===== config.mk =====
export PLATFORM = sky130hd
export DESIGN_NAME = word_fifo
export DESIGN_NICKNAME = d
export VERILOG_FILES = /design/src/img_pkg.sv /design/src/word_fifo.sv
export SDC_FILE = /design/constraint.sdc
export NUM_CORES = 1
export LEC_CHECK = 0
export BUFFER_PORTS_ARGS = -buffer_cell sky130_fd_sc_hd__buf_2
export CORE_ASPECT_RATIO = 0.6
export CORE_MARGIN = 1
export CORE_UTILIZATION = 55
export CTS_CLUSTER_DIAMETER = 150
export CTS_CLUSTER_SIZE = 25
export DETAILED_ROUTE_END_ITERATION = 6
export GPL_TIMING_DRIVEN = 0
export PLACE_DENSITY = 0.83
export SLEW_MARGIN = 20
export SYNTH_ARGS = -nofsm -noshare
export SYNTH_HDL_FRONTEND = slang
export SYNTH_SLANG_ARGS = --single-unit

===== constraint.sdc =====
create_clock -name clk -period 5.7 [get_ports clk]
set_input_delay 1.14 -clock clk [delete_from_list [all_inputs] [get_ports clk]]
set_output_delay 1.14 -clock clk [all_outputs]
set_load 0.01 [all_outputs]

===== src/img_pkg.sv =====
package img_pkg;

    // ====================
    // Frame and store sizes
    // ====================
    localparam int IMAGE_WIDTH_MAX  = 32;
    localparam int IMAGE_HEIGHT_MAX = 32;
    localparam int BLOCK_SIZE       = IMAGE_WIDTH_MAX * IMAGE_HEIGHT_MAX;
    localparam int BLOCK_COUNT      = 2;

    // Counters must hold the maxima themselves
    localparam int WIDTH_W  = 6;
    localparam int HEIGHT_W = 6;

    // Pixel sits in the low bits of a word with zero top bits
    localparam int PIXEL_W   = 12;
    localparam int WORD_W    = 16;
    localparam int STAT_W    = 18;
    localparam int STAT_BITS = 7;

    // ====================
    // Store commands
    // ====================
    localparam int CMD_W = 2;
    localparam logic [CMD_W-1:0] CMD_NONE  = 2'd0;
    localparam logic [CMD_W-1:0] CMD_WRITE = 2'd1;
    localparam logic [CMD_W-1:0] CMD_READ  = 2'd2;
    localparam logic [CMD_W-1:0] CMD_STOP  = 2'd3;

    // ====================
    // Buffering and timing
    // ====================
    localparam int FIFO_DEPTH        = 16;
    // Store refuses writes this long after reset as an SDRAM does at power-up
    localparam int STORE_INIT_CYCLES = 40;

endpackage


===== src/word_fifo.sv =====
`timescale 1ns/100ps

module word_fifo
    import img_pkg::*;
(
    input  logic              clk,
    input  logic              fifoIn_rst,
    input  logic              flush,
    output logic              write_ready,
    input  logic              write_trigger,
    input  logic [WORD_W-1:0] write_data,
    output logic              read_ready,
    input  logic              read_trigger,
    output logic [WORD_W-1:0] read_data
);
    localparam int PTR_W = $clog2(FIFO_DEPTH);

    logic [WORD_W-1:0] mem [FIFO_DEPTH];
    logic [PTR_W-1:0]  wr_ptr;
    logic [PTR_W-1:0]  rd_ptr;
    logic [PTR_W:0]    count;
    logic              do_write;
    logic              do_read;

    assign write_ready = (count != (PTR_W + 1)'(FIFO_DEPTH));
    assign read_ready  = (count != '0);
    assign do_write    = write_ready && write_trigger;
    assign do_read     = read_ready && read_trigger;
    assign read_data   = mem[rd_ptr];

    // Pointers wrap naturally because the depth is a power of two
    always_ff @(posedge clk) begin
        if (!fifoIn_rst || flush) begin
            wr_ptr <= '0;
            rd_ptr <= '0;
            count  <= '0;
        end else begin
            if (do_write) wr_ptr <= wr_ptr + 1'b1;
            if (do_read) rd_ptr <= rd_ptr + 1'b1;
            case ({do_write, do_read})
                2'b10:   count <= count + 1'b1;
                2'b01:   count <= count - 1'b1;
                default: count <= count;
            endcase
        end
    end

    always_ff @(posedge clk) begin
        if (do_write) mem[wr_ptr] <= write_data;
    end

    assert property (@(posedge clk) disable iff (!fifoIn_rst) count <= FIFO_DEPTH);

endmodule


# Word level (Yosys, flattened, before mapping)
# Memories as Yosys holds them, arrays and structs flattened. A register that Yosys moved wholly into a read port is not among the register bits.
# Cells that the tools add are included.
dict set report word_totals {
  ff_bits 13
  ram_bits 256
  in_bits 21
  wordCells 22
  mem_count 1
}
dict set report op_classes {
  n_addsub 4
  eq_ne 3
  muxes 5
  n_reduce_logical 6
}
# memory depth width read_ports rd_clocked_by_memory_dff write_ports line
set mem_list {}
lappend mem_list {mem 16 16 1 1 1 word_fifo.sv:18} ;# logic [WORD_W-1:0] mem [FIFO_DEPTH];
# op n
set ops {}
lappend ops {{$pmux 5 s2} 1}
lappend ops {{$add 4x1->4 const B} 2}
lappend ops {{$mux 4} 2}
lappend ops {{$add 5x1->5 const B} 1}
lappend ops {{$ne 5x5->1 const B} 1}
lappend ops {{$reduce_bool 5->1} 1}
lappend ops {{$sub 5x1->5 const B} 1}
lappend ops {{$eq 2x1->1 const B} 1}
lappend ops {{$eq 2x2->1 const B} 1}
lappend ops {{$logic_and 1x1->1} 2}
lappend ops {{$mux 1} 2}
lappend ops {{$reduce_bool 2->1} 1}
lappend ops {{$logic_not 1->1} 1}
lappend ops {{$logic_or 1x1->1} 1}

# Depth between registers and ports, before layout
dict set report logic_depth {
  word_depth 4
  mapped_depth 11
}

# Worst setup path before layout
# Ideal clock, no wire load.
dict set report synth_timing {
  kind {input to register}
  from {in write_trigger}
  to {reg count[4]}
  setup_ps 134
  arrival_ps 3183
  path_slack_ps 2382
  path_stages 9
  n_path_buf 0
  cell_sequence {inv_1 -> a21oi_1 -> inv_1 -> ha_1 -> xor2_1 -> ha_1 -> a311oi_2 -> a2111oi_0 -> or4b_1}
}
dict set report synth_via {
  elab_chain_cells 3
  word_cells_on_any_way 5
  classes_between {eq/ne (2); mux (1); reduce/logical (2)}
}
# item line
set synth_rtl {}
lappend synth_rtl {{from (decl)} word_fifo.sv:10} ;# input logic write_trigger,
lappend synth_rtl {{$logic_and 1x1->1 (*)} word_fifo.sv:27} ;# assign do_write = write_ready && write_trigger;
lappend synth_rtl {{$eq 2x1->1 or $eq 2x2->1 (tied branches)} word_fifo.sv:40} ;# case ({do_write, do_read})
lappend synth_rtl {{$pmux 5 s2 or $reduce_bool 2->1 (tied branches)} -}
lappend synth_rtl {{to (signal assigned)} word_fifo.sv:41} ;# 2'b10: count <= count + 1'b1;
lappend synth_rtl {{to (signal assigned)} word_fifo.sv:42} ;# 2'b01: count <= count - 1'b1;
lappend synth_rtl {{to (signal assigned)} word_fifo.sv:43} ;# default: count <= count;
lappend synth_rtl {{to (decl)} word_fifo.sv:21} ;# logic [PTR_W:0] count;
# Every way passes the cells marked *; elsewhere a longest branch is shown, timed or not.
# A chain may end at the register's enable or synchronous reset.

==> qor.csv <==
metric,value,unit
final_nets,623,
track_usage,0.237,
whs_path_depth,2,
maxCapViolations,0,
postCtsSetupBuffers,0,
insertion_delay,0.48,ns
critical_path_class,reg -> out,
ir_drop,0.233,mV
crit_path_start_kind,flip-flop,
routed_wl,22.5,mm
ys_types,41,
finalHoldViolCount,0,
period_share,0.703,
holdCritStartpoint,rd_ptr[3]$_SDFFE_PP0P_,
hold_buffers,0,
worstPathArrival,2.87,ns
cts_resized,0,
antenna_cells,0,
status,"finished, final reports clean",
hold_path_class,reg -> reg,
ff2ff_setup_slack,2.37,ns
syn_area,10600,um^2
cts_tree,done,
coreArea,18500,um^2
yosys.area.top_type,edfxtp_1,
start_util,0.574,
synth-seq-cells,273,
powerDensity,293,nW/um^2
ctsHtreeMaxLevel,1,
synth_top_area_frac,0.724,
synth.avg_cell_area,20.3,um^2
viasPerCell,6.49,
setup_viol,0,
wire_per_inst,26.7,um
tns,0,ns
antenna_found_initial,0,
ant_nets,0,
hpwl,15.3,mm
crit_path_end_kind,output pin,
critical_path.max_fanout,10,
grt_start_max_net_pins,27,
p_leak,3.74,nW
cts_buffers,14,
slew_viol_final,0,
drt_pass1_iterations,6,
n_fill_cell,1187,
grt_overflow,0,
grt_pass1_wl,33.4,mm
ys.flop_type,edfxtp_1,
portBuffers,38,
ff2ff_path_depth,10,
r2r_start,count[2]$_SDFFE_PP0P_,
route.detailed.drc,0,
die_x,181,um
die-area,19900,um^2
dp_cells,818,
clk_pin_slew,0.10,ns
clock-root-buffer,clkbuf_16,
gp_congestion,0.876,
drtIter0Drc,757,
num_vias,5468,
maxClockFrequency,250,MHz
critPathRequiredTime,4.56,ns
netlist_instances,524,
postSynth.asyncResetShare,0,
layout_min_cycle_time,4.01,ns
fin_skew,0.00802,ns
die_h,110,um
worst_pin_slew,0.802,ns
synth_edf_count,256,
fin_cells,842,
seq_area_frac_synth,0.756,
cts_sinks,273,
ys_top_cells_by_area,"edfxtp_1 72%, mux4_2 14%, dfxtp_1 3.2%, a22oi_1 2.3%, ha_1 0.94%",
rsz0062_at_grt,no,
clock_path_buffers,3,
slew_headroom,0.465,
synthesis.nets,553,
grt_pass1_vias,5374,
boundaryPins,39,
drive_gt1_frac,0.274,
yosysWarnings,0,
num_rows,38,
synthToLayoutAreaGrowth,10.9,%
-- cell type report --
type,count,area [um^2],share of cell area
multi-input cells,213,2490,0.212
repair buffers,54,370,0.0314
well taps,240,300,0.0255
flip-flops and latches,273,8030,0.682
inverters,9,33.8,0.00287
plain buffers,29,135,0.0115
clock buffers,24,419,0.0356
-- sequential cells by signal, indices dropped and copies added, names as in the netlist, named ones only --
name,flops
mem,256
count,5
rd_ptr,4
wr_ptr,4
-- logic make-up after synthesis --
| kind of cell | after synthesis | share of synthesized area |
|---|---|---|
| compound gates | 51 | 0.0384 |
| xor+xnor | 7 | 0.00577 |
| buf+inv | 38 | 0.0159 |
| simple gates | 80 | 0.0359 |
| mux | 67 | 0.139 |
| fa+ha+maj | 8 | 0.00943 |
| flops | 273 | 0.756 |
-- layout by cell type (no fill, tap or decap), drive strengths merged, types with 2 or more instances in the layout --
| cell type | instances |
|---|---|
| xor2 | 5 |
| dfxtp | 17 |
| nor2 | 26 |
| inv | 9 |
| a211oi | 2 |
| nand2 | 26 |
| clkbuf | 42 |
| nor3 | 6 |
| or4 | 2 |
| edfxtp | 256 |
| nand2b | 3 |
| mux4 | 64 |
| xnor2 | 2 |
| buf | 65 |
| ha | 8 |
| a21oi | 4 |
| a2111oi | 2 |
| nand3b | 2 |
| nand3 | 4 |
| mux2i | 3 |
| a22oi | 32 |
| nor2b | 3 |
| o211ai | 6 |
-- worst paths after layout --
check,endpoint
worst max-delay path,read_data[6]
worst min-delay path,flip-flop
worst max register to register,count[4]$_SDFFE_PP0P_
worst min register to register,flip-flop
-- critical path: stages, from the launching register on --
cell	delay, ns
dfxtp_1	0.33
buf_2	0.32
buf_2	0.46
mux4_2	0.58
a22oi_1	0.44
nand2_1	0.10
buf_2	0.16
-- cell usage after synthesis (all sizes together) (3+ instances only) --
master and number:
mux4 64, ha 8, nor2b 3, mux2i 3, a22oi 32, nand2b 3, nand3 4, buf 11
inv 9, o211ai 6, edfxtp 256, xor2 5, nor2 26, a21oi 4, nor3 6, dfxtp 17
clkbuf 18, nand2 26
-- per-layer routing --
layer / up-vias / GRT usage / part of all wire
met5: - / 0 / 0
met1: 2881 / 0.345 / 0.43
li1: 2279 / - / -
met3: 30 / 0.0593 / 0.11
met2: 278 / 0.377 / 0.46
met4: 0 / 0.0303 / 0.013
-- stage by stage --
step,power (W),setup slack (ns),area (um^2),utilization,hold WS (ns)
2_1_floorplan,0.00234,2.38,10600,-,0.469
3_3_place_gp,0.00239,1.16,11100,0.601,0.484
3_5_place_dp,0.00241,1.88,11400,0.614,0.503
4_1_cts,0.00347,1.71,11800,0.637,0.523
5_1_grt,0.00355,1.51,11800,0.637,0.560
6_report,0.00345,1.69,11800,0.637,0.533
-- power by group --
| part | internal, W | total [W] | switching (W) | leakage [nW] |
|---|---|---|---|---|
| Clock | 0.000508 | 0.00109 | 0.000580 | 0.201 |
| Sequential | 0.00220 | 0.00221 | 0.00000529 | 2.45 |
| Combinational | 0.0000581 | 0.000154 | 0.0000955 | 1.08 |
(Power assumes the default switching activity.)
