`src/img_pkg.sv`:
```
package img_pkg;

    // ====================
    // Frame and store sizes
    // ====================
    localparam int IMAGE_WIDTH_MAX  = 32;
    localparam int IMAGE_HEIGHT_MAX = 32;
    localparam int BLOCK_SIZE       = IMAGE_WIDTH_MAX * IMAGE_HEIGHT_MAX;
    localparam int BLOCK_COUNT      = 2;

    // Counters must hold the maxima themselves
    localparam int WIDTH_W  = 6;
    localparam int HEIGHT_W = 6;

    // Pixel sits in the low bits of a word with zero top bits
    localparam int PIXEL_W   = 12;
    localparam int WORD_W    = 16;
    localparam int STAT_W    = 18;
    localparam int STAT_BITS = 7;

    // ====================
    // Store commands
    // ====================
    localparam int CMD_W = 2;
    localparam logic [CMD_W-1:0] CMD_NONE  = 2'd0;
    localparam logic [CMD_W-1:0] CMD_WRITE = 2'd1;
    localparam logic [CMD_W-1:0] CMD_READ  = 2'd2;
    localparam logic [CMD_W-1:0] CMD_STOP  = 2'd3;

    // ====================
    // Buffering and timing
    // ====================
    localparam int FIFO_DEPTH        = 16;
    // Store refuses writes this long after reset as an SDRAM does at power-up
    localparam int STORE_INIT_CYCLES = 40;

endpackage

```
`src/capture_sequencer.sv`:
```
`timescale 1ns/100ps

module capture_sequencer
    import img_pkg::*;
(
    input  logic                clk,
    input  logic                fifoIn_rst,
    input  logic                cmd_capture,
    input  logic                cmd_ram_block,
    output logic                capture_start,
    input  logic                frame_done,
    input  logic [WIDTH_W-1:0]  image_width,
    input  logic [HEIGHT_W-1:0] image_height,
    input  logic                in_read_ready,
    output logic                in_read_trigger,
    input  logic [WORD_W-1:0]   in_read_data,
    output logic [CMD_W-1:0]    store_cmd,
    output logic                store_block,
    input  logic                store_write_ready,
    output logic                store_write_trigger,
    output logic [WORD_W-1:0]   store_write_data,
    input  logic                store_read_ready,
    input  logic                out_write_ready,
    output logic                out_flush,
    output logic                capture_done
);
    localparam logic [2:0] S_IDLE        = 3'd0;
    localparam logic [2:0] S_ISSUE_WRITE = 3'd1;
    localparam logic [2:0] S_WAIT_READY  = 3'd2;
    localparam logic [2:0] S_SYNC        = 3'd3;
    localparam logic [2:0] S_COPY        = 3'd4;
    localparam logic [2:0] S_ISSUE_READ  = 3'd5;
    localparam logic [2:0] S_READOUT     = 3'd6;

    logic [2:0]          state;
    logic                blk;
    logic [WIDTH_W-1:0]  rd_x;
    logic [HEIGHT_W-1:0] rd_y;
    logic                handoff;
    logic                last_word;

    assign store_block   = blk;
    assign capture_start = (state == S_WAIT_READY) && store_write_ready;
    assign out_flush     = (state == S_ISSUE_WRITE) || (state == S_ISSUE_READ);

    // Pop only when the store write slot is free or being taken
    assign in_read_trigger = (state == S_COPY) && (!store_write_trigger || store_write_ready);

    assign handoff   = (state == S_READOUT) && store_read_ready && out_write_ready;
    assign last_word = handoff && (rd_x == WIDTH_W'(1)) && (rd_y == HEIGHT_W'(1));

    // Stop goes out with the last word so no extra word leaves the store
    always_comb begin
        store_cmd = CMD_NONE;
        case (state)
            S_ISSUE_WRITE: store_cmd = CMD_WRITE;
            S_ISSUE_READ:  store_cmd = (image_height == '0) ? CMD_STOP : CMD_READ;
            S_READOUT:     if (last_word) store_cmd = CMD_STOP;
            default:       store_cmd = CMD_NONE;
        endcase
    end

    // ====================
    // Sequencer FSM
    // ====================
    always_ff @(posedge clk) begin
        if (!fifoIn_rst) begin
            state               <= S_IDLE;
            blk                 <= 1'b0;
            store_write_trigger <= 1'b0;
            capture_done        <= 1'b0;
            rd_x                <= '0;
            rd_y                <= '0;
        end else begin
            // Store is in read mode once the read command has passed
            capture_done <= (state == S_ISSUE_READ);

            case (state)
                S_ISSUE_WRITE: begin
                    store_write_trigger <= 1'b0;
                    state               <= S_WAIT_READY;
                end
                S_WAIT_READY: if (store_write_ready) state <= S_SYNC;
                // pixel_capture flushes the input FIFO during this cycle
                S_SYNC: state <= S_COPY;
                S_COPY: begin
                    if (store_write_ready && store_write_trigger) store_write_trigger <= 1'b0;
                    if (in_read_ready && in_read_trigger) store_write_trigger <= 1'b1;
                    if (!in_read_ready && frame_done && in_read_trigger) state <= S_ISSUE_READ;
                end
                S_ISSUE_READ: begin
                    rd_x  <= image_width;
                    rd_y  <= image_height;
                    state <= (image_height == '0) ? S_IDLE : S_READOUT;
                end
                S_READOUT: begin
                    if (handoff) begin
                        rd_x <= rd_x - 1'b1;
                        if (rd_x == WIDTH_W'(1)) begin
                            rd_x <= image_width;
                            rd_y <= rd_y - 1'b1;
                        end
                    end
                    if (last_word) state <= S_IDLE;
                end
                default: ;
            endcase

            if (cmd_capture) begin
                state <= S_ISSUE_WRITE;
                blk   <= cmd_ram_block;
            end
        end
    end

    always_ff @(posedge clk) begin
        if (in_read_ready && in_read_trigger) store_write_data <= in_read_data;
    end

    assert property (@(posedge clk) disable iff (!fifoIn_rst) state <= S_READOUT);

endmodule

```
`config.mk`:
```
export PLATFORM = sky130hd
export DESIGN_NAME = capture_sequencer
export DESIGN_NICKNAME = d
export VERILOG_FILES = /design/src/img_pkg.sv /design/src/capture_sequencer.sv
export SDC_FILE = /design/constraint.sdc
export NUM_CORES = 1
export LEC_CHECK = 0
export ABC_AREA = 1
export ABC_CLOCK_PERIOD_IN_PS = 4090
export BUFFER_PORTS_ARGS = -buffer_cell sky130_fd_sc_hd__buf_4
export CAP_MARGIN = 20
export CORE_MARGIN = 2
export CORE_UTILIZATION = 50
export DETAILED_ROUTE_END_ITERATION = 8
export GPL_ROUTABILITY_DRIVEN = 0
export PLACE_DENSITY = 0.8
export SLEW_MARGIN = 20
export SYNTH_ARGS = -nofsm -noshare
export SYNTH_HDL_FRONTEND = slang
export SYNTH_SLANG_ARGS = --single-unit
```
`constraint.sdc`:
```
create_clock -name clk -period 4.09 [get_ports clk]
set_input_delay 0.818 -clock clk [delete_from_list [all_inputs] [get_ports clk]]
set_output_delay 0.818 -clock clk [all_outputs]
set_load 0.01 [all_outputs]
```
## After elaboration in Yosys (flattened, before gate mapping)

Cells that the tools add are included.

| storage, ports and cells | value |
|---|---|
| register bits | 34 |
| input bits | 37 |
| output and inout bits | 24 |
| logic and storage cells | 71 |

| operators by class | value |
|---|---|
| $add $sub $neg | 2 |
| equality and inequality tests | 17 |
| mux-type cells | 18 |
| bitwise logic cells | 1 |
| reductions and logical operators | 25 |

Operator list:

| kind | number |
|---|---|
| 6-bit two-way mux | 4 |
| 6-bit one-hot mux with 2 select lines | 2 |
| 3-bit one-hot mux with 6 select lines | 1 |
| 6-bit by 1-bit == test with 1-bit output, second input constant | 2 |
| 3-bit two-way mux | 4 |
| 6-bit by 1-bit subtractor with 6-bit output, second input constant | 2 |
| 1-bit logical AND | 10 |
| 3-bit == test, second input constant | 3 |
| 4-bit AND reduction | 2 |
| 7-bit nonzero test | 1 |
| 3-bit by 2-bit == test with 1-bit output, second input constant | 2 |
| 6-bit logical NOT | 1 |
| 2-bit inequality test, second input constant | 3 |
| 3-bit inequality test, second input constant | 2 |
| 2-bit one-hot mux with 3 select lines | 1 |
| 6-bit nonzero test | 1 |
| 1-bit two-way mux | 4 |
| 2-bit by 1-bit inequality test with 1-bit output, second input constant | 2 |
| 2-bit AND reduction | 2 |
| 2-bit nonzero test | 2 |
| 3-bit by 1-bit == test with 1-bit output, second input constant | 1 |
| 3-bit by 1-bit inequality test with 1-bit output, second input constant | 1 |
| 3-bit by 2-bit inequality test with 1-bit output, second input constant | 1 |
| 3-bit AND reduction | 1 |
| 6 further kinds | 8 |

## Depth between registers and ports, before layout

Gate-level depths: netlist (run 1).

| depth | value |
|---|---|
| depth after elaboration | 8 |
| depth in mapped cells | 11 |
| mapped depth without buffers | 11 |

## Worst setup path after synthesis (run 1)

Ideal clock, no wire load.

| timing | value |
|---|---|
| path kind | input-to-output |
| from | in out_write_ready |
| to | out store_cmd[0] |
| data arrival time | 1.267 ns |
| data required time | 3.272 ns |
| slack | 2.005 ns |
| stages on the path | 4 |
| buffers on the path | 0 |
| cells stage by stage | nand2_1 > nor2_2 > nand3_1 > o211ai_1 |

| on the way | value |
|---|---|
| cells in the longest elaborated chain, start to end | 5 |

RTL lines:

| element | line | text |
|---|---|---|
| start: declaration | capture_sequencer.sv:23 | `input logic out_write_ready,` |
| 1-bit logical AND | capture_sequencer.sv:49 | `assign handoff = (state == S_READOUT) && store_read_ready && out_write_ready;` |
| 1-bit logical AND (2 in a row) | capture_sequencer.sv:50 | `assign last_word = handoff && (rd_x == WIDTH_W'(1)) && (rd_y == HEIGHT_W'(1));` |
| 2-bit two-way mux | capture_sequencer.sv:58 | `S_READOUT: if (last_word) store_cmd = CMD_STOP;` |
| 2-bit one-hot mux with 3 select lines | capture_sequencer.sv:55 | `case (state)` |
| end: declaration | capture_sequencer.sv:17 | `output logic [CMD_W-1:0] store_cmd,` |

No other way between the ends.

## Worst setup path after layout (run 1)

| timing | value |
|---|---|
| from | reg state[1] |
| to | out store_cmd[0] |

| on the way | value |
|---|---|
| cells in the longest elaborated chain, start to end | 7 |
| elaborated cells on any way between the ends | 9 |
| those cells by class | 3 x eq/ne; 2 x mux; 4 x reduce/logical |

RTL lines:

| element | line | text |
|---|---|---|
| start: declaration | capture_sequencer.sv:35 | `logic [2:0] state;` |
| start signal: assignment | capture_sequencer.sv:94 | `state <= (image_height == '0) ? S_IDLE : S_READOUT;` |
| 3-bit == test | capture_sequencer.sv:49, capture_sequencer.sv:55 |  |
| 1-bit logical AND (2 in a row) | capture_sequencer.sv:49 |  |
| 1-bit logical AND (2 in a row) | capture_sequencer.sv:50 |  |
| 2-bit two-way mux | capture_sequencer.sv:58 |  |
| 2-bit one-hot mux with 3 select lines * | capture_sequencer.sv:55 |  |

Mark *: on every way between the ends. The rest lies on a longest branch, timed or not.

==> key figures, run 1 <==
Status
  • Run status: completed

Yosys
  • Seq/Total Area, Yosys: 49.23%
  • Area contributors post-synth: edfxtp_1 (28%), dfxtp_1 (21%), nand2_1 (8.6%), o21ai_0 (5.3%), inv_1 (5.3%)
  • Synth top area share: between 20 and 30%
  • Yosys cell types: 28
  • YS warnings: 0
  • Cell count after synthesis: 204
  • Cell taking the most area after synthesis: edfxtp_1
  • Register bit total from synthesis: 34
  • Post-Syn Area: 1708 sq um
  • Mapped Nets: ~250
  • Mean post-synth cell area: 8.372 sq um

Worst setup path
  • CP required: ~3.3 ns
  • CP arrival: between 1.5 and 2 ns
  • Setup Crit Path Kind: reg2out
  • Worst-path cell chain: nand3_4 -> nor2_2 -> nand3_1 -> o211ai_1 -> buf_4
  • Delay-heaviest family, CP: flip-flops
  • Worst Path Buf+Inv: 1
  • Critical Path Max Stage Delay: around 0.55 ns
  • Crit Path Max Fanout: 12
  • CP max-delay cell: dfxtp_1
  • Startpoint Class: flip-flop
  • Worst setup EP type: output pin

Power
  • Pleak: roughly 1.1 nW
  • Power per Cell Area: 331.1 nW/um^2
  • Pwr Total: roughly 0.76 mW
  • Peak supply drop: slightly below 0.2 mV

Final layout
  • ANT cells: 0
  • Fillers: 300
  • Final Non-Filler Cells: around 320
  • Layout cells sized above 1: 30.48%
  • Multi-input gate area: about 740 sq um
  • Layout area overhead: 34.65%
  • Fin util: 69.46%
  • Storage cell area: 840.8 sq um
  • Most frequent cells in the layout: buf_4 (60), nand2_1 (39), inv_1 (24), nor2_1 (24)
  • Commonest non-fill, non-tap cell in the layout: buf_4
  • Net count, final: 309

Place
  • Post-DP HPWL: 2.915 mm
  • Placed cells: ~300
  • PortBufs: 60

STA
  • Final period util: between 60% and 70%
  • Final Hold Vio Count: 0
  • Max-slew violations: 0
  • Worst slew margin: between 60% and 70%
  • Least-Margin Pin Slew: roughly 0.56 ns
  • Final clock skew: between 0.005 and 0.006 ns
  • Fmax: approximately 410 MHz
  • Final hold slack: around 0.51 ns
  • RSZ-0062 raised after global routing: no
  • # setup viols final: 0
  • Final setup TNS: 0 ns
  • Period minus WS final: around 2.5 ns

Floorplanning
  • Die footprint: slightly below 4000 sq um
  • Rows: 21
  • Chip width: ~62 um
  • Core Box Area: 3311 sq um
  • # IOs: between 60 and 70
  • Initial Util: between 50% and 60%
  • Die Y: around 62 um

Detailed routing
  • Post-Route WL: between 3 and 4 mm
  • Antenna-violating nets left: 0
  • Via-to-Cell Ratio: slightly below 5
  • 1st-pass router iterations: 4
  • Residual DRC: 0
  • Initial DRC count: 62
  • Vias: ~1600
  • Wirelength per Cell: 12.21 um

CTS
  • CTS root buf: clkbuf_4
  • Hold_buf cts: 0
  • TritonCTS Sinks: 34
  • Latest clock arrival within the worst-skew pair: 0.34 ns
  • CTS clk-pin slew, worst paths: 0.11 ns
  • TritonCTS Buffers: 5
  • CTS Buffer Depth: 2
  • CTS tree: done
  • # resized after CTS: 0
  • H-tree levels: 2
  • # Post-CTS Setup Buffers: 0

Global route
  • All-Layer GR Usage: between 20% and 30%
  • Initial antenna violation count: 0
  • First-pass GRT wire length: about 6.6 mm
  • Grt ovf: 0
  • Vias in the first global route: between 1000 and 1500
  • Largest net degree at the start of global routing: 17

Min path
  • Class of the worst hold path: reg2reg

Job
  • Max-cap check violation count: 0
## state kept, by name (all words and copies together), names as in the netlist
name,count
rd_x,6
capture_done,1
store_write_trigger,1
store_write_data,16
rd_y,6
state,3
store_block,1
## final timing paths
kind,from,endpoint,slack (ns),depth (start not counted)
max,state[1]$_SDFFE_PP0P_,store_cmd[0],1.63,5
min,rd_y[3]$_SDFFE_PN0P_,rd_y[3]$_SDFFE_PN0P_,0.51,2
max reg2reg,state[2]$_SDFFE_PP0P_,store_write_data[9]$_DFFE_PP_,2.38,6
min reg2reg,rd_y[3]$_SDFFE_PN0P_,rd_y[3]$_SDFFE_PN0P_,0.51,2
## cell families (layout without fill, tap and decap cells)
family,count (synthesis),count (layout),share of synthesized area [%]
simple gates,87,87,23.30
fa+ha+maj,4,4,2.931
xor+xnor,1,1,0.5129
flops,34,34,49.23
buf+inv,31,96,7.472
compound gates,47,47,16.56
## Yosys cell counts
cell	instances
a21oi_2	1
dfxtp_1	18
o21ai_4	1
nand2_1	39
o21a_1	1
buf_6	1
o21ai_0	18
nor2_2	3
nand2_4	2
ha_1	4
inv_1	24
buf_4	1
o211ai_1	5
a211oi_2	1
a31oi_1	1
inv_2	4
o31ai_1	2
o2111ai_1	1
clkbuf_1	1
nand4_1	4
xor2_1	1
nor3_1	1
a21oi_1	16
nor3b_2	1
edfxtp_1	16
nand3_1	12
nand3_4	1
nor2_1	24
## through the flow
stage | area [sq um] | worst slack, ns
2_1_floorplan | 1708 | 2.005
3_3_place_gp | 2193 | 1.764
3_5_place_dp | 2193 | 1.772
4_1_cts | 2300 | 1.623
5_1_grt | 2300 | 1.484
6_report | 2300 | 1.628
## worst reg2reg max path, cell delays in order, from the launching register on
cell and delay [ns]:
dfxtp_1 0.52, nand2_1 0.09, nor2_1 0.12, nand2_1 0.07
inv_1 0.07, nand2_1 0.07, inv_1 0.42
## layer usage
layer	vias up	part of all wire (%)	wire, um	global-route usage (%)
li1	815	-	-	-
met1	679	46	1756	29.29
met2	67	46	1761	33.33
met3	6	7.4	284	4.865
met4	0	1.1	44	8.333
met5	-	0	0	0
## where the power goes
part	switching [mW]	internal, mW
Sequential	0.00565	0.362
Combinational	0.0392	0.0417
Clock	0.122	0.191
Total	0.166	0.595
## final cells by class
cell class | instances | area share, %
clock inverter | 3 | 2.992
sequential | 34 | 36.56
tap | 46 | 2.503
multi-input combinational | 139 | 32.15
clock buffer | 5 | 1.632
timing repair buffer | 60 | 19.59
inverter | 28 | 4.570
No activity file was read; power rests on OpenSTA's default activity.
==> inputs of run 2 (changes only) <==
--- a/config.mk
+++ b/config.mk
@@ -5,15 +5,15 @@
 export SDC_FILE = /design/constraint.sdc
 export NUM_CORES = 1
 export LEC_CHECK = 0
-export ABC_AREA = 1
-export ABC_CLOCK_PERIOD_IN_PS = 4090
+export ABC_AREA = 0
+export ABC_CLOCK_PERIOD_IN_PS = 2400
 export BUFFER_PORTS_ARGS = -buffer_cell sky130_fd_sc_hd__buf_4
 export CAP_MARGIN = 20
 export CORE_MARGIN = 2
-export CORE_UTILIZATION = 50
+export CORE_UTILIZATION = 49
 export DETAILED_ROUTE_END_ITERATION = 8
 export GPL_ROUTABILITY_DRIVEN = 0
-export PLACE_DENSITY = 0.8
+export PLACE_DENSITY = 0.79
 export SLEW_MARGIN = 20
 export SYNTH_ARGS = -nofsm -noshare
 export SYNTH_HDL_FRONTEND = slang
==> constraint.sdc (replaced) <==
create_clock -name clk -period 2.4 [get_ports clk]
set_input_delay 0.48 -clock clk [delete_from_list [all_inputs] [get_ports clk]]
set_output_delay 0.48 -clock clk [all_outputs]
set_load 0.01 [all_outputs]
==> run 2 against run 1 <==
Net effect:
- wire length up 11%
- non-clock buffer count up 12
- sequential power up 66%
- largest cell class unchanged
- highest routed layer unchanged
==> key figures, run 2 <==
Worst setup path
  • CP max-delay cell: or3b_4
  • Setup Crit Path Kind: reg2out
  • Startpoint Class: flip-flop
  • Worst setup EP type: output pin
  • CP required: about 1.9 ns
  • Worst Setup SP: rd_x[1]$_SDFFE_PN0P_
  • Critical Path Max Stage Delay: roughly 0.40 ns
  • Crit Path Max Fanout: 3
  • Worst-path cell chain: inv_2 -> ha_4 -> or3b_4 -> nor4_4 -> a31o_2 -> buf_6
  • CP arrival: around 1.9 ns
  • R2r startpoint: state[1]$_SDFFE_PP0P_

Final layout
  • Layout area overhead: 36.55%
  • Commonest non-fill, non-tap cell in the layout: buf_4
  • Final Non-Filler Cells: 294
  • Net count, final: ~290
  • Largest registers: store_write_data x16, rd_x x6, rd_y x6
  • Layout cells sized above 1: 37.50%
  • Most frequent cells in the layout: buf_4 (70), nand2_1 (18), nor2_1 (16), edfxtp_1 (16), dfxtp_1 (15)
  • Fin util: between 70% and 80%
  • ANT cells: 0
  • Reg with most FFs: store_write_data
  • Design area: between 2000 and 2500 sq um
  • Max reg flops: 16

CTS
  • TritonCTS Sinks: 34
  • Hold_buf cts: 0
  • TritonCTS Buffers: 5
  • Latest clock arrival within the worst-skew pair: around 0.35 ns
  • CTS clk-pin slew, worst paths: 0.11 ns
  • CTS root buf: clkbuf_4
  • H-tree levels: 2
  • CTS Buffer Depth: 2
  • CTS tree: done

Floorplanning
  • Initial Util: around half
  • Die Y: 63.58 um
  • Chip width: 63.58 um
  • Rows: 21
  • Die footprint: approximately 4000 sq um
  • Core Box Area: between 3000 and 4000 sq um
  • # IOs: 61

Yosys
  • Mean post-synth cell area: around 9.8 sq um
  • Post-Syn Area: about 1700 sq um
  • Synth top area share: between 20 and 30%
  • Synth top cells by count: dfxtp_1 (18), nand2_1 (18), edfxtp_1 (16), nor2_1 (16), a21oi_1 (10)
  • Seq/Total Area, Yosys: about half
  • Async set or reset register ratio after synthesis: 0%
  • Top_reg_cell synth: dfxtp_1
  • Cell count after synthesis: between 150 and 200
  • YS warnings: 0
  • Yosys cell types: 51
  • Mapped Nets: 218
  • Cell taking the most area after synthesis: edfxtp_1
  • Post-synth EDFFs: 16
  • Area contributors post-synth: edfxtp_1 (28%), dfxtp_1 (21%), nand2_1 (3.9%), nor2_1 (3.5%), a21oi_1 (2.9%)
  • Register bit total from synthesis: 34

STA
  • Final setup TNS: 0 ns
  • Period minus WS final: between 2 and 2.5 ns
  • Least-Margin Pin Slew: 0.7611 ns
  • Final period util: ~100%
  • Worst slew margin: about half
  • RSZ-0062 raised after global routing: yes
  • Final Hold Vio Count: 0
  • Max-slew violations: 0
  • # setup viols final: 0
  • Final clock skew: 0.01136 ns
  • Fmax: between 400 and 500 MHz

Job
  • Max-cap check violation count: 0

Detailed routing
  • Post-Route WL: roughly 4.3 mm
  • Antenna-violating nets left: 0
  • Highest metal used: met4
  • Initial DRC count: 59
  • Via-to-Cell Ratio: approximately 5.6
  • Wirelength per Cell: between 10 and 15 um
  • Vias: ~1600
  • DR WL met2: ~2.0 mm
  • 1st-pass router iterations: 4
  • Met3 wire len: slightly above 400 um
  • Met1 WL: roughly 1.8 mm
  • Residual DRC: 0

Place
  • PortBufs: 60
  • Placed cells: approximately 280
  • DP Area: 2237 sq um
  • Post-DP HPWL: around 3.0 mm

Global route
  • Initial antenna violation count: 0
  • First-pass GRT wire length: 6.955 mm
  • Vias in the first global route: roughly 1500
  • Grt ovf: 0
  • Largest net degree at the start of global routing: 17
  • All-Layer GR Usage: around 22%

Power
  • Power per Cell Area: between 400 and 500 nW/um^2
  • Pleak: between 0.9 and 1 nW
  • Pwr Total: about 1.0 mW
  • Peak supply drop: about 0.35 mV

Min path
  • Worst hold start: in_read_data[15]
  • Class of the worst hold path: in2reg

Status
  • Run status: completed
## run 2: critical path, delay by kind of cell (launching register included)
family	cells	cell delay, ns
AOI/OAI and AO/OA	1	0.21
adders and majority gates	1	0.13
buffers and inverters	2	0.17
DFF	1	0.34
and+or+nand+nor	2	0.72
## run 2: worst paths after layout
kind | to | slack (ns) | depth (start not counted)
max | store_cmd[0] | 0.006 | 6
min | store_write_data[15]$_DFFE_PP_ | 0.31 | 1
max reg2reg | rd_y[2]$_SDFFE_PN0P_ | 0.37 | 4
min reg2reg | rd_x[3]$_SDFFE_PN0P_ | 0.49 | 2
## run 2: layout make-up
cell class / instances / area (sq um)
Timing Repair Buffer: 72 / 548.0
Clock inverter: 2 / 10.01
Multi-Input combinational cell: 125 / 837.1
Fill cell: 272 / 988.4
Sequential cell: 34 / 847.1
Clock buffer: 6 / 41.29
Inverter: 9 / 33.78
Tap cell: 46 / 57.56
## run 2: kinds of logic (layout without fill, tap and decap cells)
kind of cell,after synthesis,after routing,share of synthesized area (%)
buf+inv,18,89,4.244
compound gates,53,53,21.66
mux,3,3,1.727
flops,34,34,48.35
fa+ha+maj,4,4,2.878
simple gates,65,65,21.15
## run 2: repair_timing
item,CTS,global route
pin swaps,2,4
buffers inserted,5,3
endpoints found under the hold margin,0,0
resized for setup,6,3
endpoints found under the setup margin,2,2
## run 2: power by group
group / internal [mW] / total [mW] / leakage [nW] / switching [mW]
registers: 0.608 / 0.612 / 0.291 / 0.00413
logic: 0.0571 / 0.0944 / 0.656 / 0.0373
clock network: 0.111 / 0.302 / 0.0320 / 0.191
total: 0.776 / 1.01 / 0.979 / 0.232
## run 2: per-stage QoR
| step | worst slack (ns) | hold slack [ns] |
|---|---|---|
| 2_1_floorplan | 0.4012 | 0.4430 |
| 3_3_place_gp | 0.2409 | 0.4543 |
| 3_5_place_dp | 0.1937 | 0.4742 |
| 4_1_cts | 0.002129 | 0.2946 |
| 5_1_grt | -0.06234 | 0.2896 |
| 6_report | 0.005944 | 0.3053 |
## run 2: layer usage
layer / GRT usage (%) / up-vias
li1: - / 808
met1: 28.70 / 735
met2: 32.63 / 90
met3: 6.250 / 15
met4: 12.50 / 0
met5: 0 / -
