--- config.mk ---
export PLATFORM = sky130hd
export DESIGN_NAME = pixel_capture
export DESIGN_NICKNAME = d
export VERILOG_FILES = /design/src/img_pkg.sv /design/src/pixel_capture.sv
export SDC_FILE = /design/constraint.sdc
export NUM_CORES = 1
export LEC_CHECK = 0
export BUFFER_PORTS_ARGS = -buffer_cell sky130_fd_sc_hd__buf_2
export CAP_MARGIN = 25
export CORE_MARGIN = 2
export CORE_UTILIZATION = 55
export DETAILED_ROUTE_END_ITERATION = 10
export PLACE_DENSITY = 0.83
export SLEW_MARGIN = 20
export SYNTH_ARGS = -nofsm -noshare
export SYNTH_HDL_FRONTEND = slang
export SYNTH_SLANG_ARGS = --single-unit
--- constraint.sdc ---
create_clock -name clk -period 3.99 [get_ports clk]
set_input_delay 0 -clock clk [delete_from_list [all_inputs] [get_ports clk]]
set_output_delay 0 -clock clk [all_outputs]
set_load 0.02 [all_outputs]
--- src/img_pkg.sv ---
package img_pkg;

    // ====================
    // Frame and store sizes
    // ====================
    localparam int IMAGE_WIDTH_MAX  = 32;
    localparam int IMAGE_HEIGHT_MAX = 32;
    localparam int BLOCK_SIZE       = IMAGE_WIDTH_MAX * IMAGE_HEIGHT_MAX;
    localparam int BLOCK_COUNT      = 2;

    // Counters must hold the maxima themselves
    localparam int WIDTH_W  = 6;
    localparam int HEIGHT_W = 6;

    // Pixel sits in the low bits of a word with zero top bits
    localparam int PIXEL_W   = 12;
    localparam int WORD_W    = 16;
    localparam int STAT_W    = 18;
    localparam int STAT_BITS = 7;

    // ====================
    // Store commands
    // ====================
    localparam int CMD_W = 2;
    localparam logic [CMD_W-1:0] CMD_NONE  = 2'd0;
    localparam logic [CMD_W-1:0] CMD_WRITE = 2'd1;
    localparam logic [CMD_W-1:0] CMD_READ  = 2'd2;
    localparam logic [CMD_W-1:0] CMD_STOP  = 2'd3;

    // ====================
    // Buffering and timing
    // ====================
    localparam int FIFO_DEPTH        = 16;
    // Store refuses writes this long after reset as an SDRAM does at power-up
    localparam int STORE_INIT_CYCLES = 40;

endpackage

--- src/pixel_capture.sv ---
`timescale 1ns/100ps

module pixel_capture
    import img_pkg::*;
(
    input  logic                clk,
    input  logic                fifoIn_rst,
    input  logic                capture_start,
    input  logic [PIXEL_W-1:0]  img_d,
    input  logic                img_fv,
    input  logic                img_lv,
    output logic                in_flush,
    input  logic                in_write_ready,
    output logic                in_write_trigger,
    output logic [WORD_W-1:0]   in_write_data,
    output logic                frame_done,
    output logic [WIDTH_W-1:0]  image_width,
    output logic [HEIGHT_W-1:0] image_height,
    output logic [STAT_W-1:0]   highlight_count,
    output logic [STAT_W-1:0]   shadow_count
);
    localparam logic [2:0] S_IDLE         = 3'd0;
    localparam logic [2:0] S_FLUSH        = 3'd1;
    localparam logic [2:0] S_WAIT_INVALID = 3'd2;
    localparam logic [2:0] S_WAIT_START   = 3'd3;
    localparam logic [2:0] S_FRAME        = 3'd4;

    logic [2:0]           state;
    logic [PIXEL_W-1:0]   d_q;
    logic                 fv_q;
    logic                 lv_q;
    logic                 lv_prev;
    logic [1:0]           x;
    logic [1:0]           y;
    logic                 push;
    logic                 sample;
    logic [STAT_BITS-1:0] top_bits;

    // ====================
    // Sensor registers
    // ====================
    always_ff @(posedge clk) begin
        d_q <= img_d;
    end

    always_ff @(posedge clk) begin
        if (!fifoIn_rst) begin
            fv_q    <= 1'b0;
            lv_q    <= 1'b0;
            lv_prev <= 1'b0;
        end else begin
            fv_q    <= img_fv;
            lv_q    <= img_lv;
            lv_prev <= lv_q;
        end
    end

    // Pixels count from the frame start edge on
    assign in_write_trigger = lv_q && fv_q && (state == S_WAIT_START || state == S_FRAME);
    assign in_write_data    = {{(WORD_W - PIXEL_W){1'b0}}, d_q};
    assign in_flush         = (state == S_FLUSH);
    assign push             = in_write_trigger && in_write_ready;

    // Sample grid where x and y are both multiples of four
    assign top_bits = d_q[PIXEL_W-1 -: STAT_BITS];
    assign sample   = push && (x == 2'd0) && (y == 2'd0);

    // ====================
    // Frame tracking and statistics
    // ====================
    always_ff @(posedge clk) begin
        if (!fifoIn_rst) begin
            state           <= S_IDLE;
            frame_done      <= 1'b0;
            x               <= '0;
            y               <= '0;
            image_width     <= '0;
            image_height    <= '0;
            highlight_count <= '0;
            shadow_count    <= '0;
        end else begin
            if (!lv_q) x <= '0;
            else       x <= x + 2'd1;

            if (!fv_q)                 y <= '0;
            else if (lv_prev && !lv_q) y <= y + 2'd1;

            // First pixel of a line restarts the width and opens a new line
            if (push) begin
                if (!lv_prev) begin
                    image_width  <= WIDTH_W'(1);
                    image_height <= image_height + 1'b1;
                end else begin
                    image_width <= image_width + 1'b1;
                end
            end

            if (sample && (&top_bits)) highlight_count <= highlight_count + 1'b1;
            if (sample && (top_bits == '0)) shadow_count <= shadow_count + 1'b1;

            case (state)
                S_FLUSH:        state <= S_WAIT_INVALID;
                S_WAIT_INVALID: if (!fv_q) state <= S_WAIT_START;
                S_WAIT_START:   if (fv_q) state <= S_FRAME;
                S_FRAME: begin
                    if (!fv_q) begin
                        frame_done <= 1'b1;
                        state      <= S_IDLE;
                    end
                end
                default: ;
            endcase

            // New capture wins over everything above
            if (capture_start) begin
                state           <= S_FLUSH;
                frame_done      <= 1'b0;
                image_width     <= '0;
                image_height    <= '0;
                highlight_count <= '0;
                shadow_count    <= '0;
            end
        end
    end

endmodule

======== Word level (Yosys, flattened, before mapping) ========
Index checks and enable logic that the tools add are counted.
cells by class
  add/sub/neg operators ................... 6
  eq/ne operators ......................... 10
  multiplexer cells ....................... 6
  bitwise operators ....................... 3
  reductions and logical operators ........ 23
operators by type and width
  cell                     number
  $add A18 B1 Y18 const B  2
  $add A6 B1 Y6 const B    2
  $pmux W3 S4              1
  $mux W3                  3
  $ne A3 B3 Y1 const B     3
  $logic_and A1 B1 Y1      8
  $reduce_and A2 Y1        4
  $reduce_and A4 Y1        2
  $logic_not A7 Y1         1
  $reduce_and A7 Y1        1
  $eq A3 B2 Y1 const B     2
  $mux W6                  1
  $ne A2 B2 Y1 const B     3
  $reduce_bool A5 Y1       1
  $add A2 B1 Y2 const B    2
  $logic_not A2 Y1         2
  $reduce_bool A4 Y1       1
  $eq A3 B1 Y1 const B     1
  $eq A3 B3 Y1 const B     1
  $not A1 Y1               3
  $reduce_or A2 Y1         1
  $logic_not A1 Y1         1
  $logic_or A1 B1 Y1       1
  $mux W1                  1
storage, ports and cells
  register bits ........................... 71
  input port bits ......................... 18
  output and inout port bits .............. 67
  word-level logic and storage cells ...... 61

======== Longest topological paths before layout ========
Gate-level depths: netlist of run 1.
  depth in word-level cells ............... 7
  gate-level depth with buffers ........... 8
  depth with buffers taken out ............ 6

======== Worst setup path after synthesis of run 1 ========
Ideal clock, no wire load.
  path kind ............................... flip-flop to flip-flop
  from .................................... reg d_q[10]
  to ...................................... reg highlight_count[16]
  setup time .............................. 0.070 ns
  arrival ................................. 1.700 ns
  data required time ...................... 3.920 ns
  setup slack ............................. 2.220 ns
  stages on the path, launching flop included .. 6
  buffers on the path ..................... 1
  clock period less this slack ............ 1.770 ns
  path through ............................ dfxtp_1 and4_1 nand4_1 clkbuf_1 or4_1 a21oi_1
between the ends
  word-level cells in the longest chain between the ends .. 2
ends and longest elaborated chain
  what                    RTL line             text
  from (decl)             pixel_capture.sv:29  logic [PIXEL_W-1:0] d_q;
  from (signal assigned)  pixel_capture.sv:43  d_q <= img_d;
  $reduce_and A7 Y1       pixel_capture.sv:98  if (sample && (&top_bits)) highlight_count <= highlight_count + 1'b1;
  $logic_and A1 B1 Y1     pixel_capture.sv:98
  to (signal assigned)    pixel_capture.sv:98
  to (decl)               pixel_capture.sv:19  output logic [STAT_W-1:0] highlight_count,
Every way passes these cells.
A chain may end at the register's enable or synchronous reset.

======== Final worst setup path of run 1 ========
  from .................................... reg y[0]
  to ...................................... reg shadow_count[10]
between the ends
  word-level cells in the longest chain between the ends .. 3
ends and longest elaborated chain
  what                    RTL line             text
  from (decl)             pixel_capture.sv:34  logic [1:0] y;
  from (signal assigned)  pixel_capture.sv:86  else if (lv_prev && !lv_q) y <= y + 2'd1;
  $logic_not A2 Y1        pixel_capture.sv:66  assign sample = push && (x == 2'd0) && (y == 2'd0);
  $logic_and A1 B1 Y1     pixel_capture.sv:66
  $logic_and A1 B1 Y1     pixel_capture.sv:99  if (sample && (top_bits == '0)) shadow_count <= shadow_count + 1'b1;
  to (signal assigned)    pixel_capture.sv:99
  to (decl)               pixel_capture.sv:20  output logic [STAT_W-1:0] shadow_count
Every way passes these cells.

==> impl_metrics.yaml, run 1 <==
layout:
  layout-drive-gt1-share: 0.2208
  fin_nets: 472
  num-fill-cells: 453
  multi_input_area_sq_um: 1630
  seq_area_sq_um: 1421
  syn_to_final_growth_pct: 23.97
  num_antenna_cells: 0
synth:
  synth_edf_count: 0
  synth_seq_cells: 71
  ys_seq_area_frac: 0.4443
  yosys-top-cells-count: "dfxtp_1 (71), a21oi_1 (43), o31ai_1 (30), or4_1 (30), nand2_1 (21)"
  synth_most_common_cell: "dfxtp_1"
  yosys.area.top_type_share: 0.4443
  syn_inst: 360
  synth_cell_types: 42
  avgSynthCellArea_sq_um: 8.887
  synth_area_leader_cell: "dfxtp_1"
  ys_async_sr_fraction: 0
  ys_warn_count: 0
  synthTopCellsByArea: "dfxtp_1 (44%), o31ai_1 (7.0%), or4_1 (7.0%), a21oi_1 (6.7%), nand3_1 (2.7%)"
  syn-cell-area_sq_um: 3199
  synth_top_flop_cell: "dfxtp_1"
worst_setup_path:
  rrSetupSlack_ns: 1.60
  cp_max_fo: 22
  critPathLaunch: "y[0]$_SDFFE_PN0P_"
  startpoint_type: "register"
  r2r_start: "y[0]$_SDFFE_PN0P_"
  r2r_cells: 6
  cp.arrival_ns: 2.66
  endpoint_kind: "register"
  worstReg2RegEnd: "shadow_count[10]$_SDFFE_PP0P_"
  critical_path_required_ns: 4.26
  setup.worst_path.end: "shadow_count[10]$_SDFFE_PP0P_"
  critical_path_class: "register to register"
timing:
  setup_tns_ns: 0
  hold_ws_ns: 0.01300
  period_share: 0.5985
  period_minus_slack_ns: 2.388
  max_slew_margin: 0.3587
  max_slew.worst_pin.slew_ns: 0.9609
  rsz0062_at_grt: "no"
  worst_clock_skew_ns: 0.01189
  maxSlewViolCount: 0
  finalSetupViolations: 0
  timing.fmax_mhz: 418.8
  hold_viol: 0
global_route:
  antenna_found_initial: 0
  track_usage: 0.2546
  grt_pass1_wl_mm: 12.91
  grt_overflow: 0
  grt_pass1_vias: 2780
  grt_max_degree: 38
clock_tree:
  cts_tree: "done"
  cts_htree_levels: 3
  post_cts_buffers: 0
  cts_buffers: 9
  path_clk_slew_ns: 0.07
  root_buffer: "clkbuf_8"
  clock_latency_ns: 0.35
  clock-sinks: 71
  clk_path_buf_depth: 2
  ctsHoldBuffers: 17
  cts_resized: 0
power:
  cellPowerDensity_nw_per_um2: 343.1
  leakagePower_nw: 1.490
  p_clk_frac: 0.414
  sw_frac_of_total: 0.2283
  intPower_mw: 1.050
  p_sw_mw: 0.3107
  seq_power_share: 0.535
  combPwrFrac: 0.051
  peakVddDrop_mv: 0.2861
drt:
  vias: 3075
  vias_per_cell: 5.857
  drt_iter0_drc: 238
  wl_mm: 7.826
  wl_per_cell_microns: 14.91
  ant_nets: 0
  dr.pass1.iters: 4
  drc: 0
flow_run:
  cap_violations: 0
die:
  core_sq_um: 5574
  initial_core_util: 0.5740
  dieWidth_microns: 80.27
  dieArea_sq_um: 6443
  num_rows: 27
  fp.dieH_microns: 80.27
  io_pins: 85
placed_design:
  gp_congestion: 0.8291
  dp_hpwl_mm: 5.117
  port_buffers: 80
outcome:
  status: "complete, no violations"
worst_hold_path:
  min_path_type: "input pin to register"
[power groups by stage]
stage	combinational, mW	sequential (mW)	clock [mW]
after global routing	0.0760	0.729	0.598
final	0.0697	0.728	0.563
after CTS	0.0692	0.727	0.569
after detailed placement	0.0563	0.744	0
after floorplan	0.0325	0.747	0
after global placement	0.0552	0.743	0
[worst max-delay path: stages, from the launching register on]
cell and delay, ns:
dfxtp_1 0.33, inv_1 0.07, ha_1 0.16, and3_1 0.24
nand4_1 0.62, or4_1 0.71, a21oi_1 0.18
[how the worst min path moves through the flow]
| stage | start | end | slack, ns | depth (start not counted) |
|---|---|---|---|---|
| 2_1_floorplan | img_d[0] | d_q[0]$_DFF_P_ | 0.03 | 0 |
| 3_3_place_gp | img_d[2] | d_q[2]$_DFF_P_ | 0.10 | 1 |
| 3_5_place_dp | img_d[9] | d_q[9]$_DFF_P_ | 0.10 | 1 |
| 4_1_cts | capture_start | state[0]$_SDFFE_PN0P_ | 0.01 | 3 |
| 5_1_grt | capture_start | state[0]$_SDFFE_PN0P_ | 0.03 | 3 |
| 6_report | capture_start | state[0]$_SDFFE_PN0P_ | 0.01 | 3 |
[metrics by stage]
step | instance area [sq um] | total power, mW | worst slack, ns | instances | utilization
2_1_floorplan | 3211 | 0.7799 | 2.220 | 363 | -
3_3_place_gp | 3595 | 0.7982 | 1.663 | 491 | 0.6449
3_5_place_dp | 3595 | 0.7999 | 1.557 | 491 | 0.6449
4_1_cts | 3955 | 1.365 | 1.492 | 524 | 0.7095
5_1_grt | 3966 | 1.403 | 1.330 | 525 | 0.7116
6_report | 3966 | 1.361 | 1.602 | 525 | 0.7116
[metal layers]
| layer | wire length, microns | GRT usage | vias up |
|---|---|---|---|
| met5 | 0 | 0 | - |
| met4 | 220 | 0.1203 | 0 |
| met3 | 436 | 0.06292 | 18 |
| met2 | 3889 | 0.4208 | 90 |
| met1 | 3278 | 0.3099 | 1427 |
| li1 | - | - | 1540 |
[layout by cell type (no fill, tap or decap), types with 11 or more instances in the layout]
cell type / synthesis / routed
nand2_1: 21 / 21
nor2_1: 11 / 11
nand3_1: 17 / 17
dlygate4sd3_1: 0 / 17
dfxtp_1: 71 / 71
inv_1: 12 / 12
o31ai_1: 30 / 30
or4_1: 30 / 30
buf_2: 4 / 80
a21oi_1: 43 / 43
[state kept, by name (all words and copies together), names as in the netlist, 2 cells and up]
name and cells:
d_q 12, highlight_count 18, image_height 6, image_width 6
shadow_count 18, state 3, x 2, y 2
[area by class of cell]
type	count	share of cell area
Clock buffer	12	0.03659
Clock inverter	4	0.01136
Inverter	12	0.01136
Multi-Input combinational cell	255	0.4110
Sequential cell	71	0.3584
Tap cell	72	0.02271
Timing Repair Buffer	99	0.1486
[cell families (layout without fill, tap and decap cells)]
kind of cell,after synthesis,in the layout,synth area share
adder cells (fa/ha/maj),6,6,0.02346
buffers and inverters,37,127,0.04967
flip-flops,71,71,0.4443
other,1,4,0.001172
multiplexers,2,2,0.006258
AND/OR/NAND/NOR,138,138,0.2624
AO/OA/AOI/OAI,100,100,0.1991
XOR/XNOR,5,5,0.01369
Power figures use the tool's default switching activity.
==> inputs of run 2 (changes only) <==
--- a/config.mk
+++ b/config.mk
@@ -8,9 +8,9 @@
 export BUFFER_PORTS_ARGS = -buffer_cell sky130_fd_sc_hd__buf_2
 export CAP_MARGIN = 25
 export CORE_MARGIN = 2
-export CORE_UTILIZATION = 55
+export CORE_UTILIZATION = 47
 export DETAILED_ROUTE_END_ITERATION = 10
-export PLACE_DENSITY = 0.83
+export PLACE_DENSITY = 0.75
 export SLEW_MARGIN = 20
 export SYNTH_ARGS = -nofsm -noshare
 export SYNTH_HDL_FRONTEND = slang
==> constraint.sdc (replaced) <==
create_clock -name clk -period 2.15 [get_ports clk]
set_input_delay 0 -clock clk [delete_from_list [all_inputs] [get_ports clk]]
set_output_delay 0 -clock clk [all_outputs]
set_load 0.02 [all_outputs]
==> run 2 against run 1 <==
Effect of this change: non-clock buffer count up 9; clock power rose to 2.6 times the previous value; sequential share of layout area down 1.6 points; global-route usage down 3.4 points; register-to-register slack worse by 1.4 ns; wire length up 2.1%; design area up 4.6%; first-iteration DRC count down 36%; clock skew down 0.0048 ns; count of clock-buffer cells in the layout down 1; flip-flop and latch count unchanged; largest cell class unchanged.
==> impl_metrics.yaml, run 2 (same netlist as run 1, synthesis figures left out) <==
global_route:
  use_met2: 0.3699
  grt_max_degree: 40
  antenna_found_initial: 0
  use_met1: 0.2655
  grt_most_used_layer: "met2"
  grt_pass1_wl_mm: 13.12
  grt_overflow: 0
  grt_pass1_vias: 2883
  grt_util_met3: 0.05143
  track_usage: 0.2203
clock_tree:
  cts_tree: "done"
  clock-sinks: 71
  root_buffer: "clkbuf_8"
  cts_htree_levels: 3
  post_cts_buffers: 0
  cts_buffers: 9
  clk_path_buf_depth: 2
  path_clk_slew_ns: 0.08
  clock_latency_ns: 0.35
timing:
  period_minus_slack_ns: 1.962
  max_slew.worst_pin.slew_ns: 0.5218
  worst_clock_skew_ns: 0.007081
  timing.fmax_mhz: 509.7
  hold_viol: 0
  maxSlewViolCount: 0
  period_share: 0.9126
  setup_tns_ns: 0
  finalSetupViolations: 0
  rsz0062_at_grt: "no"
  max_slew_margin: 0.6431
worst_setup_path:
  critical_path_class: "register to register"
  startpoint_type: "register"
  endpoint_kind: "register"
  cp.arrival_ns: 2.24
  cp_max_fo: 11
  critical_path_required_ns: 2.42
  rrSetupSlack_ns: 0.19
layout:
  syn_to_final_growth_pct: 29.68
  final_cell_mix: "buf_2 (80), dfxtp_1 (71), a21oi_1 (43)"
  num_antenna_cells: 0
  top_regs: "highlight_count (18), shadow_count (18), d_q (12)"
  fin_nets: 481
  num-fill-cells: 584
  final_common_cell: "buf_2"
  layout-drive-gt1-share: 0.2468
worst_hold_path:
  min_path_type: "input pin to register"
die:
  io_pins: 85
  dieWidth_microns: 86.51
  fp.dieH_microns: 86.51
  dieArea_sq_um: 7483
  initial_core_util: 0.4788
  core_sq_um: 6681
  num_rows: 30
power:
  sw_frac_of_total: 0.2016
  peakVddDrop_mv: 0.3313
  leakagePower_nw: 1.566
  p_clk_frac: 0.493
  intPower_mw: 2.343
  seq_power_share: 0.459
  combPwrFrac: 0.048
  p_sw_mw: 0.5916
  report.power.total_mw: 2.934
  cellPowerDensity_nw_per_um2: 707.3
drt:
  vias_per_cell: 5.803
  wl_per_cell_microns: 14.75
  vias: 3145
  ant_nets: 0
  drt_iter0_drc: 153
  wl_mm: 7.994
  drc: 0
  dr.pass1.iters: 4
placed_design:
  port_buffers: 80
  gp_congestion: 0.8392
  dp_hpwl_mm: 5.145
outcome:
  status: "complete, no violations"
flow_run:
  cap_violations: 0
-- run 2: cell count changes in the layout (fill, tap and decap cells not counted), moves of 2 or more --
cell       delta
o2111ai_1     -2
buf_4         +9
bufinv_16     +3
clkbuf_1      -2
o2111ai_2     +2
clkinv_2      -3
-- run 2: area by class of cell --
class | count | area [sq um] | area share
multi-input cells | 255 | 1648 | 0.3972
flip-flops and latches | 71 | 1421 | 0.3426
repair buffers | 108 | 655.6 | 0.1580
clock buffers | 11 | 151.4 | 0.03649
clock inverters | 5 | 127.6 | 0.03076
well taps | 80 | 100.1 | 0.02413
inverters | 12 | 45.04 | 0.01086
-- run 2: what timing repair did --
| item | in CTS | in global routing |
|---|---|---|
| hold buffers | 18 | 0 |
| hold endpoints to repair | 19 | 0 |
| gates resized for setup | 0 | 4 |
| endpoints found under the setup margin | 0 | 14 |
-- run 2: power groups by stage --
stage / sequential [mW] / clock, mW / combinational, mW
after floorplan: 1.39 / 0 / 0.0604
after global placement: 1.38 / 0 / 0.110
after detailed placement: 1.38 / 0 / 0.111
after CTS: 1.35 / 1.48 / 0.137
after global routing: 1.35 / 1.51 / 0.150
final: 1.35 / 1.45 / 0.140
-- run 2: routing by layer --
layer / routed length [microns] / vias up / part of all wire
li1: - / 1560 / -
met1: 3382 / 1469 / 0.42
met2: 3950 / 98 / 0.49
met3: 479 / 18 / 0.060
met4: 182 / 0 / 0.023
met5: 0 / - / 0
-- run 2: critical path, stage by stage, from the launching register on --
cell and delay, ns:
dfxtp_1 0.52, and3b_2 0.35, o2111ai_2 0.30, or4_1 0.54, a21oi_1 0.18
-- run 2: path summary, 6_finish.rpt --
| path | start | depth (start not counted) | end |
|---|---|---|---|
| setup / recovery | state[1]$_SDFFE_PP0P_ | 4 | shadow_count[3]$_SDFFE_PP0P_ |
| hold / removal | capture_start | 4 | image_width[0]$_SDFFE_PP0P_ |
| setup reg to reg | state[1]$_SDFFE_PP0P_ | 4 | shadow_count[3]$_SDFFE_PP0P_ |
| hold reg to reg | highlight_count[17]$_SDFFE_PP0P_ | 2 | highlight_count[17]$_SDFFE_PP0P_ |
-- run 2: stage by stage --
stage                     instance area [sq um]  setup WS (ns)  instances    util  hold slack (ns)
after floorplan                            3211         0.3797        363       -          0.02772
after global placement                     3672         0.1877        508  0.5496           0.1029
after detailed placement                   3672         0.1101        508  0.5496           0.1036
after CTS                                  4131        0.02201        542  0.6184          0.02050
after global routing                       4149       0.003813        542  0.6210          0.07558
final                                      4149         0.1880        542  0.6210          0.04870
==> inputs of run 3 (changes only) <==
--- a/config.mk
+++ b/config.mk
@@ -7,10 +7,12 @@
 export LEC_CHECK = 0
 export BUFFER_PORTS_ARGS = -buffer_cell sky130_fd_sc_hd__buf_2
 export CAP_MARGIN = 25
+export CELL_PAD_IN_SITES_DETAIL_PLACEMENT = 1
+export CELL_PAD_IN_SITES_GLOBAL_PLACEMENT = 1
 export CORE_MARGIN = 2
-export CORE_UTILIZATION = 47
+export CORE_UTILIZATION = 35
 export DETAILED_ROUTE_END_ITERATION = 10
-export PLACE_DENSITY = 0.75
+export PLACE_DENSITY = 0.81
 export SLEW_MARGIN = 20
 export SYNTH_ARGS = -nofsm -noshare
 export SYNTH_HDL_FRONTEND = slang
==> run 3 against run 2 <==
Effect of this change: sequential share of layout area is 0.40 points higher; maximum frequency is 3.1% lower; global-route usage is 3.0 points lower; core utilization is 16 points lower; register-to-register slack worse by 0.06 ns; non-clock buffer count is 1 higher; clock power is 28% lower; cell count is 5.4% higher; die area is 33% higher; setup slack worse by 0.063 ns; critical path depth stayed put; flip-flop and latch count stayed put; critical path type unchanged.
==> impl_metrics.yaml, run 3 (same netlist as run 1, synthesis figures left out) <==
die:
  initial_core_util: 0.3633
  dieArea_sq_um: 9922
  num_rows: 34
  dieWidth_microns: 99.61
  io_pins: 85
  core_sq_um: 8806
  fp.dieH_microns: 99.61
outcome:
  status: "complete, no violations"
layout:
  layout-drive-gt1-share: 0.2441
  top_regs: "highlight_count (18), shadow_count (18), d_q (12)"
  final_cell_mix: "buf_2 (80), dfxtp_1 (71), a21oi_1 (43)"
  syn_to_final_growth_pct: 28.20
  num_antenna_cells: 0
  final_common_cell: "buf_2"
  fin_nets: 482
  stdcell_area_sq_um: 4101
drt:
  wl_per_cell_microns: 15.86
  vias_per_cell: 5.581
  dr.pass1.iters: 4
  vias: 3187
  ant_nets: 0
  wl_mm: 9.055
  drc: 0
  drt_iter0_drc: 47
clock_tree:
  cts_buffers: 9
  path_clk_slew_ns: 0.08
  post_cts_buffers: 0
  cts_tree: "done"
  clk_path_buf_depth: 2
  cts_htree_levels: 3
  root_buffer: "clkbuf_8"
  clock_latency_ns: 0.35
  clock-sinks: 71
worst_setup_path:
  cp.arrival_ns: 2.29
  r2r_start: "state[1]$_SDFFE_PP0P_"
  startpoint_type: "register"
  critical_path_required_ns: 2.41
  worstReg2RegEnd: "highlight_count[3]$_SDFFE_PP0P_"
  cp_max_fo: 10
  rrSetupSlack_ns: 0.12
  r2r_cells: 4
  critical_path_class: "register to register"
  endpoint_kind: "register"
timing:
  max_slew_margin: 0.5328
  max_slew.worst_pin.slew_ns: 0.6961
  worst_clock_skew_ns: 0.009564
  timing.fmax_mhz: 493.8
  period_share: 0.9419
  rsz0062_at_grt: "yes"
  finalSetupViolations: 0
  maxSlewViolCount: 0
  period_minus_slack_ns: 2.025
  hold_viol: 0
worst_hold_path:
  whs_endpoint: "image_width[0]$_SDFFE_PP0P_"
  min_path_type: "input pin to register"
  holdCritStartpoint: "capture_start"
  hold_depth: 4
power:
  seq_power_share: 0.529
  intPower_mw: 1.956
  sw_frac_of_total: 0.2317
  p_clk_frac: 0.414
  combPwrFrac: 0.056
  peakVddDrop_mv: 0.3400
  p_sw_mw: 0.5900
  cellPowerDensity_nw_per_um2: 620.8
  leakagePower_nw: 1.535
  report.power.total_mw: 2.546
global_route:
  grt_overflow: 0
  grt_max_degree: 29
  track_usage: 0.1904
  grt_pass1_vias: 3233
  grt_pass1_wl_mm: 15.37
  antenna_found_initial: 0
placed_design:
  port_buffers: 80
  place_area_sq_um: 3717
  dp_hpwl_mm: 6.393
  gp_congestion: 0.7400
flow_run:
  cap_violations: 0
[run 3: changes by cell type in the layout (fill, tap and decap cells not counted)]
cell	previous run	this run
buf_4	10	11
nand2b_2	0	1
nand2b_1	4	3
o21ai_2	1	0
bufinv_16	4	1
clkinv_2	0	3
clkbuf_1	0	2
clkbuf_8	11	10
clkinvlp_4	1	0
o21ai_1	0	1
[run 3: what timing repair did]
action | 4_1_cts | 5_1_grt
setup endpoints to repair | 0 | 12
hold buffers | 18 | 0
gates resized for setup | 0 | 3
endpoints found under the hold margin | 19 | 0
[run 3: how the worst max path moves through the flow]
stage	from	to	cells past startpoint
detailed placement	state[1]$_SDFFE_PP0P_	shadow_count[5]$_SDFFE_PP0P_	4
CTS	state[1]$_SDFFE_PP0P_	shadow_count[5]$_SDFFE_PP0P_	4
global placement	state[1]$_SDFFE_PP0P_	shadow_count[3]$_SDFFE_PP0P_	4
global route	state[1]$_SDFFE_PP0P_	highlight_count[3]$_SDFFE_PP0P_	4
floorplan	d_q[10]$_DFF_P_	highlight_count[16]$_SDFFE_PP0P_	5
finish	state[1]$_SDFFE_PP0P_	highlight_count[3]$_SDFFE_PP0P_	4
[run 3: metrics by stage]
stage / utilization / hold slack, ns / TNS, ns / worst slack [ns] / std cells
floorplan: - / 0.02772 / 0 / 0.3797 / 363
global placement: 0.4221 / 0.1027 / 0 / 0.1742 / 537
detailed placement: 0.4221 / 0.1044 / 0 / 0.06504 / 537
CTS: 0.4642 / 0.04085 / 0 / 0.04698 / 571
global route: 0.4658 / 0.08918 / -0.002058 / -0.002058 / 571
finish: 0.4658 / 0.06062 / 0 / 0.1249 / 571
[run 3: routing by layer]
metal / GRT usage / vias to the layer above / part of all wire
met5: 0 / - / 0
met4: 0.06744 / 0 / 0.015
met3: 0.03935 / 12 / 0.039
met2: 0.3290 / 52 / 0.51
met1: 0.2346 / 1572 / 0.43
li1: - / 1551 / -
[run 3: cell type report]
| type | instances | area, sq um |
|---|---|---|
| fill | 1031 | 4705 |
| tap | 108 | 135.1 |
| sequential | 71 | 1421 |
| timing repair buffer | 109 | 663.1 |
| multi-input combinational | 255 | 1647 |
| clock inverter | 4 | 45.04 |
| clock buffer | 12 | 145.1 |
| inverter | 12 | 45.04 |
[run 3: worst max-delay path: stages, from the launching register on]
cell and delay (ns):
dfxtp_1 0.53, and3b_2 0.34, o2111ai_1 0.32, or4_1 0.56, a21oi_1 0.20
[run 3: power by group through the flow]
stage | Clock, mW | Sequential [mW] | Combinational, mW
final | 1.05 | 1.35 | 0.143
after global routing | 1.14 | 1.35 | 0.156
after CTS | 1.08 | 1.35 | 0.143
after detailed placement | 0 | 1.38 | 0.117
after global placement | 0 | 1.38 | 0.113
after floorplan | 0 | 1.39 | 0.0604
